`src/hw/link_chip_defines.svh`:
```
`ifndef LINK_CHIP_DEFINES_SVH
`define LINK_CHIP_DEFINES_SVH

// Link flit and endpoint FIFO
`define LINK_DATA_WIDTH     9
`define LINK_LG_FIFO_DEPTH  3

// Tag bus packet fields
`define TAG_ID_WIDTH        2
`define TAG_PAYLOAD_WIDTH   8

// Tag client numbers
// Client 3 has no register
`define TAG_CLIENT_IO       0
`define TAG_CLIENT_MEM      1
`define TAG_CLIENT_MERGE    2

`endif
```
`src/hw/link_chip_pkg.sv`:
```
`default_nettype none

`include "link_chip_defines.svh"

package link_chip_pkg;

  typedef logic [`LINK_DATA_WIDTH-1:0]   link_data_t;
  typedef logic [`LINK_LG_FIFO_DEPTH:0]  fifo_level_t;
  typedef logic [`TAG_ID_WIDTH-1:0]      tag_id_t;
  typedef logic [`TAG_PAYLOAD_WIDTH-1:0] tag_payload_t;

  // Log2 of the credit to token decimation
  typedef logic [1:0] ep_cfg_t;

  // Bit 0 io grant, bit 1 mem grant, bit 2 fuller-first mode
  typedef logic [2:0] merge_cfg_t;

  typedef enum logic [1:0] {TAG_IDLE, TAG_ID, TAG_PAYLOAD} tag_state_e;

  typedef enum logic {SRC_IO = 1'b0, SRC_MEM = 1'b1} link_src_e;

endpackage

`default_nettype wire

```
`src/hw/link_stream_if.sv`:
```
`timescale 1ns/1ns
`default_nettype none

// Endpoint FIFO head toward the merge unit
interface link_stream_if
  import link_chip_pkg::*;
  ();

  logic        v;
  link_data_t  data;
  fifo_level_t level;
  logic        yumi;

  modport producer
    (output v, data, level
    ,input  yumi
    );

  modport consumer
    (input  v, data, level
    ,output yumi
    );

endinterface

`default_nettype wire

```
`src/hw/link_chip.sv`:
```
`timescale 1ns/1ns
`default_nettype none

module link_chip
  import link_chip_pkg::*;
 (input  logic       clk_i
 ,input  logic       rst_n_i

 ,input  logic       tag_data_i
 ,input  logic       tag_en_i

 ,input  logic       io_link_v_i
 ,input  link_data_t io_link_data_i
 ,output logic       io_link_tkn_o

 ,input  logic       mem_link_v_i
 ,input  link_data_t mem_link_data_i
 ,output logic       mem_link_tkn_o

 ,output logic       core_v_o
 ,output link_data_t core_data_o
 ,output link_src_e  core_src_o
 ,input  logic       core_ready_i
 );

  ////////////////////////////////////////////////////////////////////
  // Tag master

  ep_cfg_t    io_cfg_lo;
  ep_cfg_t    mem_cfg_lo;
  merge_cfg_t merge_cfg_lo;

  tag_master btm
    (.clk_i      ( clk_i        )
    ,.rst_n_i    ( rst_n_i      )
    ,.tag_data_i ( tag_data_i   )
    ,.tag_en_i   ( tag_en_i     )
    ,.io_cfg_o   ( io_cfg_lo    )
    ,.mem_cfg_o  ( mem_cfg_lo   )
    ,.merge_cfg_o( merge_cfg_lo )
    );

  ////////////////////////////////////////////////////////////////////
  // Link endpoints

  link_stream_if io_stream ();
  link_stream_if mem_stream ();

  link_endpoint io_ep
    (.clk_i      ( clk_i          )
    ,.rst_n_i    ( rst_n_i        )
    ,.link_v_i   ( io_link_v_i    )
    ,.link_data_i( io_link_data_i )
    ,.link_tkn_o ( io_link_tkn_o  )
    ,.cfg_i      ( io_cfg_lo      )
    ,.stream     ( io_stream      )
    );

  link_endpoint mem_ep
    (.clk_i      ( clk_i           )
    ,.rst_n_i    ( rst_n_i         )
    ,.link_v_i   ( mem_link_v_i    )
    ,.link_data_i( mem_link_data_i )
    ,.link_tkn_o ( mem_link_tkn_o  )
    ,.cfg_i      ( mem_cfg_lo      )
    ,.stream     ( mem_stream      )
    );

  ////////////////////////////////////////////////////////////////////
  // Core side merge

  core_merge merge
    (.clk_i       ( clk_i        )
    ,.rst_n_i     ( rst_n_i      )
    ,.io_stream   ( io_stream    )
    ,.mem_stream  ( mem_stream   )
    ,.cfg_i       ( merge_cfg_lo )
    ,.core_v_o    ( core_v_o     )
    ,.core_data_o ( core_data_o  )
    ,.core_src_o  ( core_src_o   )
    ,.core_ready_i( core_ready_i )
    );

endmodule

`default_nettype wire

```
`src/hw/core_merge.sv`:
```
`timescale 1ns/1ns
`default_nettype none

module core_merge
  import link_chip_pkg::*;
 (input  logic       clk_i
 ,input  logic       rst_n_i
 ,link_stream_if.consumer io_stream
 ,link_stream_if.consumer mem_stream
 ,input  merge_cfg_t cfg_i
 ,output logic       core_v_o
 ,output link_data_t core_data_o
 ,output link_src_e  core_src_o
 ,input  logic       core_ready_i
 );

  logic       core_v_r;
  link_data_t core_data_r;
  link_src_e  core_src_r;
  link_src_e  last_r;
  logic       take;
  logic       io_req;
  logic       mem_req;
  logic       grant_v;
  link_src_e  grant_src;

  // Output slot is free or leaving this cycle
  assign take    = !core_v_r || core_ready_i;
  assign io_req  = io_stream.v && cfg_i[0];
  assign mem_req = mem_stream.v && cfg_i[1];
  assign grant_v = take && (io_req || mem_req);

  always_comb
  begin
    if (io_req && mem_req)
    begin
      if (cfg_i[2])
        grant_src = (mem_stream.level > io_stream.level) ? SRC_MEM : SRC_IO;
      else
        grant_src = (last_r == SRC_IO) ? SRC_MEM : SRC_IO;
    end
    else if (mem_req)
      grant_src = SRC_MEM;
    else
      grant_src = SRC_IO;
  end

  assign io_stream.yumi  = grant_v && (grant_src == SRC_IO);
  assign mem_stream.yumi = grant_v && (grant_src == SRC_MEM);

  always_ff @(posedge clk_i)
  begin
    if (!rst_n_i)
    begin
      core_v_r <= 1'b0;
      last_r   <= SRC_MEM;
    end
    else
    begin
      if (take)
        core_v_r <= grant_v;
      if (grant_v)
        last_r <= grant_src;
    end
  end

  always_ff @(posedge clk_i)
  begin
    if (grant_v)
    begin
      core_data_r <= (grant_src == SRC_MEM) ? mem_stream.data : io_stream.data;
      core_src_r  <= grant_src;
    end
  end

  assign core_v_o    = core_v_r;
  assign core_data_o = core_data_r;
  assign core_src_o  = core_src_r;

endmodule

`default_nettype wire

```
`src/hw/link_endpoint.sv`:
```
`timescale 1ns/1ns
`default_nettype none

`include "link_chip_defines.svh"

module link_endpoint
  import link_chip_pkg::*;
 (input  logic       clk_i
 ,input  logic       rst_n_i
 ,input  logic       link_v_i
 ,input  link_data_t link_data_i
 ,output logic       link_tkn_o
 ,input  ep_cfg_t    cfg_i
 ,link_stream_if.producer stream
 );

  link_data_t                      mem_r [0:(1<<`LINK_LG_FIFO_DEPTH)-1];
  logic [`LINK_LG_FIFO_DEPTH-1:0]  wr_ptr_r;
  logic [`LINK_LG_FIFO_DEPTH-1:0]  rd_ptr_r;
  fifo_level_t                     level_r;
  logic                            full;
  logic                            enq;
  logic                            deq;
  logic [`LINK_LG_FIFO_DEPTH:0]    deq_cnt_r;
  logic [`LINK_LG_FIFO_DEPTH:0]    deq_cnt_next;
  logic [`LINK_LG_FIFO_DEPTH:0]    group;
  logic                            tkn_r;

  ////////////////////////////////////////////////////////////////////
  // Flit FIFO

  assign full = (level_r == fifo_level_t'(1 << `LINK_LG_FIFO_DEPTH));
  assign enq  = link_v_i && !full;
  assign deq  = stream.yumi;

  always_ff @(posedge clk_i)
  begin
    if (enq)
      mem_r[wr_ptr_r] <= link_data_i;
  end

  always_ff @(posedge clk_i)
  begin
    if (!rst_n_i)
    begin
      wr_ptr_r <= '0;
      rd_ptr_r <= '0;
      level_r  <= '0;
    end
    else
    begin
      if (enq)
        wr_ptr_r <= wr_ptr_r + 1'b1;
      if (deq)
        rd_ptr_r <= rd_ptr_r + 1'b1;
      case ({enq, deq})
        2'b10:   level_r <= level_r + 1'b1;
        2'b01:   level_r <= level_r - 1'b1;
        default: level_r <= level_r;
      endcase
    end
  end

  assign stream.v     = (level_r != '0);
  assign stream.data  = mem_r[rd_ptr_r];
  assign stream.level = level_r;

  ////////////////////////////////////////////////////////////////////
  // Credit return with one token per group of dequeued flits

  assign group        = {{`LINK_LG_FIFO_DEPTH{1'b0}}, 1'b1} << cfg_i;
  assign deq_cnt_next = deq_cnt_r + 1'b1;

  always_ff @(posedge clk_i)
  begin
    if (!rst_n_i)
    begin
      deq_cnt_r <= '0;
      tkn_r     <= 1'b0;
    end
    else
    begin
      tkn_r <= 1'b0;
      if (deq)
      begin
        // Greater-or-equal covers a smaller setting written mid-group
        if (deq_cnt_next >= group)
        begin
          deq_cnt_r <= deq_cnt_next - group;
          tkn_r     <= 1'b1;
        end
        else
          deq_cnt_r <= deq_cnt_next;
      end
    end
  end

  assign link_tkn_o = tkn_r;

endmodule

`default_nettype wire

```
`src/hw/tag_master.sv`:
```
`timescale 1ns/1ns
`default_nettype none

`include "link_chip_defines.svh"

module tag_master
  import link_chip_pkg::*;
 (input  logic       clk_i
 ,input  logic       rst_n_i
 ,input  logic       tag_data_i
 ,input  logic       tag_en_i
 ,output ep_cfg_t    io_cfg_o
 ,output ep_cfg_t    mem_cfg_o
 ,output merge_cfg_t merge_cfg_o
 );

  tag_state_e   state_r;
  logic [2:0]   bit_cnt_r;
  tag_id_t      id_r;
  tag_payload_t payload_r;
  tag_payload_t payload_next;
  logic         last_bit;
  ep_cfg_t      io_cfg_r;
  ep_cfg_t      mem_cfg_r;
  merge_cfg_t   merge_cfg_r;

  // Fields arrive LSB first
  assign payload_next = {tag_data_i, payload_r[`TAG_PAYLOAD_WIDTH-1:1]};
  assign last_bit     = tag_en_i && (state_r == TAG_PAYLOAD)
                        && (bit_cnt_r == 3'(`TAG_PAYLOAD_WIDTH - 1));

  ////////////////////////////////////////////////////////////////////
  // Packet receiver

  always_ff @(posedge clk_i)
  begin
    if (!rst_n_i)
    begin
      state_r   <= TAG_IDLE;
      bit_cnt_r <= '0;
    end
    else if (tag_en_i)
    begin
      case (state_r)
        TAG_IDLE:
          if (tag_data_i)
          begin
            state_r   <= TAG_ID;
            bit_cnt_r <= '0;
          end
        TAG_ID:
          if (bit_cnt_r == 3'(`TAG_ID_WIDTH - 1))
          begin
            state_r   <= TAG_PAYLOAD;
            bit_cnt_r <= '0;
          end
          else
            bit_cnt_r <= bit_cnt_r + 3'd1;
        TAG_PAYLOAD:
          if (last_bit)
          begin
            state_r   <= TAG_IDLE;
            bit_cnt_r <= '0;
          end
          else
            bit_cnt_r <= bit_cnt_r + 3'd1;
        default:
          state_r <= TAG_IDLE;
      endcase
    end
  end

  always_ff @(posedge clk_i)
  begin
    if (tag_en_i && (state_r == TAG_ID))
      id_r <= {tag_data_i, id_r[`TAG_ID_WIDTH-1:1]};
    if (tag_en_i && (state_r == TAG_PAYLOAD))
      payload_r <= payload_next;
  end

  ////////////////////////////////////////////////////////////////////
  // Client configuration registers

  always_ff @(posedge clk_i)
  begin
    if (!rst_n_i)
    begin
      io_cfg_r    <= '0;
      mem_cfg_r   <= '0;
      merge_cfg_r <= '0;
    end
    else if (last_bit)
    begin
      case (id_r)
        tag_id_t'(`TAG_CLIENT_IO):    io_cfg_r    <= payload_next[$bits(ep_cfg_t)-1:0];
        tag_id_t'(`TAG_CLIENT_MEM):   mem_cfg_r   <= payload_next[$bits(ep_cfg_t)-1:0];
        tag_id_t'(`TAG_CLIENT_MERGE): merge_cfg_r <= payload_next[$bits(merge_cfg_t)-1:0];
        // Packets to unknown clients are dropped
        default: ;
      endcase
    end
  end

  assign io_cfg_o    = io_cfg_r;
  assign mem_cfg_o   = mem_cfg_r;
  assign merge_cfg_o = merge_cfg_r;

endmodule

`default_nettype wire

```
`config.mk`:
```
export PLATFORM = sky130hd
export DESIGN_NAME = link_chip
export DESIGN_NICKNAME = d
export VERILOG_FILES = /design/src/hw/link_chip_pkg.sv /design/src/hw/link_stream_if.sv /design/src/hw/link_chip.sv /design/src/hw/core_merge.sv /design/src/hw/link_endpoint.sv /design/src/hw/tag_master.sv
export VERILOG_INCLUDE_DIRS = /design/src /design/src/hw
export SDC_FILE = /design/constraint.sdc
export NUM_CORES = 1
export LEC_CHECK = 0
export ABC_AREA = 1
export BUFFER_PORTS_ARGS = -buffer_cell sky130_fd_sc_hd__buf_2
export CAP_MARGIN = 15
export CORE_MARGIN = 2
export CORE_UTILIZATION = 55
export CTS_CLUSTER_SIZE = 10
export DETAILED_ROUTE_END_ITERATION = 12
export GPL_TIMING_DRIVEN = 0
export PLACE_DENSITY = 0.78
export SYNTH_ARGS = -nofsm -noshare
export SYNTH_HDL_FRONTEND = slang
export SYNTH_SLANG_ARGS = --single-unit
export TNS_END_PERCENT = 5
```
`constraint.sdc`:
```
create_clock -name clk_i -period 2.6 [get_ports clk_i]
set_input_delay 0.13 -clock clk_i [delete_from_list [all_inputs] [get_ports clk_i]]
set_output_delay 0.13 -clock clk_i [all_outputs]
set_load 0.05 [all_outputs]
```
## Yosys cells after proc, flatten, opt, wreduce, memory -nomap -nowiden

Memory sizes are Yosys's and may differ from the RTL's. A register that Yosys moved wholly into a read port is not among the register bits.
Index checks and enable logic that the tools add are counted.

- Bits in registers: 64
- Bits in writable memories: 144
- Output and inout port bits: 13
- Logic and storage cells: 115
- Memories: 2

Memories:

| memory | depth | width | read ports | clocked after memory_dff | write ports | line | RTL |
|---|---|---|---|---|---|---|---|
| io_ep.mem_r | 8 | 9 | 1 | 1 | 1 | link_endpoint.sv:17 | `` link_data_t mem_r [0:(1<<`LINK_LG_FIFO_DEPTH)-1]; `` |
| mem_ep.mem_r | 8 | 9 | 1 | 1 | 1 | link_endpoint.sv:17 |  |

- $add $sub $neg: 13
- Order comparisons: 3
- Equal/unequal tests: 15
- Shift-type cells: 2
- Mux-type cells: 28
- Bitwise logic cells: 1
- Reductions and logical operators: 30

Operators by type and width:

| cell | number |
|---|---|
| 3-bit 2-to-1 mux | 7 |
| 4-bit by 1-bit adder with 4-bit output (second input constant) | 4 |
| 4-bit one-hot mux with 2 select lines | 2 |
| 3-bit by 1-bit adder with 3-bit output (second input constant) | 5 |
| 1-bit logical AND | 11 |
| 1-bit 2-to-1 mux | 11 |
| 2-bit AND reduction | 5 |
| 9-bit 2-to-1 mux | 1 |
| 3-bit one-hot mux with 3 select lines | 1 |
| 2-bit by 1-bit equality test with 1-bit output (second input constant) | 4 |
| 2-bit equality test (second input constant) | 4 |
| 4-bit equality test (second input constant) | 2 |
| 4-bit greater-or-equal comparator | 2 |
| 4-bit 2-to-1 mux | 2 |
| 4-bit nonzero test | 2 |
| 1-bit by 2-bit << shifter with 4-bit output (first input constant) | 2 |
| 4-bit by 1-bit subtractor with 4-bit output (second input constant) | 2 |
| 4-bit subtractor | 2 |
| 2-bit 2-to-1 mux | 3 |
| 2-bit one-hot mux with 3 select lines | 1 |
| 4-bit greater-than comparator | 1 |
| 2-bit zero test | 2 |
| 2-bit by 1-bit != test with 1-bit output (second input constant) | 2 |
| 4-bit AND reduction | 1 |
| 9 further kinds | 13 |

## Logic depth before layout (Yosys ltp)

- Depth in word-level cells: 8
- Mapped depth: 20
- Gate-level depth less buffers: 20

## Hierarchy

From an unflattened synthesis, not the netlist that was laid out.

- Cells, all modules: 902
- Area total of the unflattened synthesis: 9540.4 µm²

Modules (own cells, without submodules):

| module | instances | cells an instance | area an instance (µm²) |
|---|---|---|---|
| link_endpoint (io_ep) | 1 | 356 | 3916.3 |
| link_endpoint (mem_ep) | 1 | 363 | 3902.5 |
| tag_master | 1 | 100 | 938.4 |
| core_merge | 1 | 83 | 783.3 |

## Least setup slack after synthesis

OpenSTA, ideal clock, no wires.

- Path type: register to register
- Start: register io_ep.level_r[1] (netlist: io_ep.stream.level[1])
- End: register io_ep.level_r[2] (netlist: io_ep.stream.level[2])
- Setup time: 0.115 ns
- Arrival time: 2.271 ns
- Required time: 2.485 ns
- Setup slack: 0.214 ns
- Stages on the path, launching flop included: 19
- Buffers on the path: 0
- Path through: dfxtp_1 > inv_1 > ha_1 > nand2_1 > nand2_1 > nand2_1 > nand2_1 > nand2_1 > nand2_4 > nand2_8 > nand2_4 > inv_4 > ha_1 > xor2_1 > ha_1 > a21oi_1 > xnor2_1 > o21ai_0 > inv_1

- Word-level cells in the longest chain between the ends: 8

RTL lines:

| item | line | RTL |
|---|---|---|
| start, declared | link_endpoint.sv:20 | `fifo_level_t level_r;` |
| start signal, assigned | link_endpoint.sv:57 | `2'b10: level_r <= level_r + 1'b1;` |
| start signal, assigned | link_endpoint.sv:58 | `2'b01: level_r <= level_r - 1'b1;` |
| start signal, assigned | link_endpoint.sv:59 | `default: level_r <= level_r;` |
| 4-bit greater-than comparator / 4-bit nonzero test (equally long branches) | core_merge.sv:38, link_endpoint.sv:64 |  |
| 1-bit 2-to-1 mux / 1-bit logical AND (equally long branches) | core_merge.sv:38, core_merge.sv:29 |  |
| 1-bit 2-to-1 mux / 1-bit logical AND (equally long branches) | core_merge.sv:37, core_merge.sv:35 |  |
| 1-bit 2-to-1 mux | core_merge.sv:35 | `if (io_req && mem_req)` |
| 1-bit NOT | core_merge.sv:48 | `assign io_stream.yumi = grant_v && (grant_src == SRC_IO);` |
| 1-bit logical AND | core_merge.sv:48 |  |
| 2-bit by 1-bit equality test with 1-bit output / 2-bit equality test (equally long branches) | link_endpoint.sv:56 | `case ({enq, deq})` |
| 4-bit one-hot mux with 2 select lines / 2-bit nonzero test (equally long branches) | -- |  |

Parallel ways exist; a longest one is shown, timed or not.
A chain may end at the register's enable or synchronous reset.

## Worst setup path in the final report

- Start: register io_ep.level_r[3] (netlist: io_ep.stream.level[3])
- End: register io_ep.level_r[2] (netlist: io_ep.stream.level[2])

Same word-level chain as after synthesis.

==> run summary <==
Status: completed
Top post-synthesis cells by area: edfxtp_1 53%, dfxtp_1 11%, nand2_1 6.9%
Post-DP HPWL: 12360 µm
Root buffer cell: clkbuf_16
Max-slew violation count: 0
GPL Wtd Cong: 0.8256
RSZ-0062 raised after global routing: true
Initial core utilization: 56.08%
Placed Area: 0.009728 mm²
Max cap viols: 0
Most instantiated cells after synthesis: 170 x nand2_1, 163 x edfxtp_1, 127 x nor2_1
PD cells: 669.9 mW/mm²
Min-delay worst type: in2reg
Final instance area: 0.01072 mm²
Clock buffer count from CTS: 25
Initial antenna violation count: 0
Crit Reg-Reg Endpoint: io_ep.stream.level[2]$_SDFFE_PN0P_
CP Class: reg2reg
Pleak: 4.176 nW
Diodes inserted: 0
Synth Cell Area: 0.009268 mm²
Synth cell types: 34
Critical hold path startpoint: tag_en_i
Fin crit period: 2483 ps
Nets: 1010
Post-Route WL: 19100 µm
Synthesis-to-finish area growth: 15.62%
Yosys top cell area share: 52.81%
CTS sink cnt: 213
Critical Path RT: 2980 ps
Die X-Extent: 133.8 µm
Port Buffers: 37
Row Count: 47
Slew margin rel.: 38.32%
Initial detailed-routing violation count: 473
Average wire per standard cell: 16.05 µm
CTS tree: done
CTS Buffer Depth: 3
Number of global-route vias before repair: 6298
Total track usage: 21.46%
Setup violators final: 0
DR DRC count: 0
Die ar.: 0.01791 mm²
H-tree levels: 1
CP Data Arrival Time: 2860 ps
Final antenna-violating net count: 0
Total core area: 0.01652 mm²
F_max: 0.4027 GHz
CP Launch Type: register
Period utilization: 95.51%
Number of flops mapped to enable cells by yosys: 163
Setup Skew: 9.260 ps
Worst-skew pair later-pin latency: 500 ps
Post-synthesis async set-or-reset flop share: 0%
GR Overflow Total: 0
Filler cell count: 1251
Flop2flop setup slack: 120 ps
Setup WS pre-CTS: -50.83 ps
Top-count cell post-synth: nand2_1
IO Count: 38
Utilization after layout: 64.84%
Crit-path max FO: 9
Reg2reg path depth: 16
Area leader, netlist: edfxtp_1
Setup crit end: io_ep.stream.level[2]$_SDFFE_PN0P_
Clock-pin slew on the worst setup and hold paths: 50 ps
Slew @ Worst Pin: 921.8 ps
Final hold violations: 0
Overall power: 7.178 mW
First-pass GRT wire length: 30470 µm
Setup WS post-layout: 116.6 ps
Pre-antenna DRT Iters: 5
Worst r2r src: io_ep.stream.level[3]$_SDFFE_PN0P_
Worst setup startpoint: io_ep.stream.level[3]$_SDFFE_PN0P_
Syn avg cell area: 10.69 µm²
Top_reg_cell synth: edfxtp_1
Die height: 133.8 µm
Proportion of layout cells with a drive suffix above 1: 12.06%
Via count: 6401
Yosys reg bits: 213
Syn nets: 925
Largest net degree at the start of global routing: 20
Final hold slack: 25.52 ps
Crit end category: register
VDD IR max: 0.4875 mV
Post-DR vias/cell: 5.379
Seq/Total Area, Yosys: 63.62%
Cell count after synthesis: 867
Syn. warnings: 0
-- critical path: stages (launching register included) --
cell     delay (ps)
dfxtp_1         340
inv_1            90
ha_1            310
a21oi_1         170
nand2_1          70
nand2_1         100
nand2_4         100
nand2_8         110
nand2_4          80
inv_6            90
ha_4            180
xor2_4          180
ha_1            180
a21oi_2          40
xnor2_1         120
o21ai_0         150
inv_1            50
-- report_power, final --
group          switching [mW]  leakage [nW]  internal (mW)
logic                   0.226          1.95          0.122
clock network            1.24         0.335           1.79
registers              0.0442          1.89           3.75
total                    1.51          4.18           5.67
-- cells by family after synthesis --
kind of cell / synth area share [%]
muxes: 2.160
AOI/OAI and AO/OA: 8.289
adders and majority gates: 4.617
xor gates and xnor gates: 1.418
buffers and inverters: 4.239
DFF: 63.62
and+or+nand+nor: 15.66
-- metrics by stage --
stage          instances  TNS [ps]
6_report            1190         0
5_1_grt             1190    -49.61
4_1_cts             1188         0
3_5_place_dp        1124    -50.83
3_3_place_gp        1124    -28.71
2_1_floorplan        867         0
-- final cells by class --
type,instances,area [µm²],share of cell area [%]
flip-flops and latches,213,5903,55.09
multi-input cells,562,3049,28.46
clock buffers,43,693.2,6.469
repair buffers,58,390.4,3.643
well taps,220,275.3,2.569
inverters,65,249.0,2.324
plain buffers,27,146.4,1.366
clock inverters,2,8.758,0.08174
-- layer usage --
metal | vias to the layer above | share of wire (%) | global-route usage, %
met2 | 197 | 50 | 37.07
li1 | 3142 | - | -
met1 | 3018 | 42 | 27.64
met5 | - | 0 | 0
met3 | 44 | 5.5 | 3.023
met4 | 0 | 2.7 | 8.274
-- how the worst min path moves through the flow --
stage,to,slack (ps),cells past startpoint
global placement,btm.payload_r[7]$_DFFE_PP_,340,1
floorplan,btm.id_r[1]$_DFFE_PP_,230,0
global route,btm.id_r[0]$_DFFE_PP_,30,3
finish,btm.id_r[1]$_DFFE_PP_,30,3
CTS,btm.id_r[0]$_DFFE_PP_,20,3
detailed placement,btm.id_r[1]$_DFFE_PP_,350,1
-- timing repair --
item,CTS,global route
pin swaps,0,0
setup endpoints to repair,1,6
buffers inserted,0,2
resized for setup,2,16
hold buffers,19,0
endpoints found under the hold margin,146,0
-- cells in the final DEF, fill, tap and decap left out, types with 19 or more instances in the layout --
cell	synthesis	layout
nand2_1	170	170
edfxtp_1	163	163
nor2_1	127	127
o21ai_0	88	87
inv_1	56	55
buf_2	12	49
dfxtp_1	50	46
ha_1	31	29
clkbuf_1	9	27
a21oi_1	27	26
nand3_1	26	26
clkbuf_16	0	25
mux2i_1	20	20
dlygate4sd3_1	0	19
-- state kept, by name (all words and copies together), names as in the netlist, 4 cells and up, named ones only --
signal               count
mem_ep.stream.level      4
mem_ep.deq_cnt_r         4
io_ep.deq_cnt_r          4
merge.core_data_o        9
btm.payload_r            7
io_ep.stream.level       4
io_ep.mem_r             72
mem_ep.mem_r            72
(Power assumes the default switching activity.)
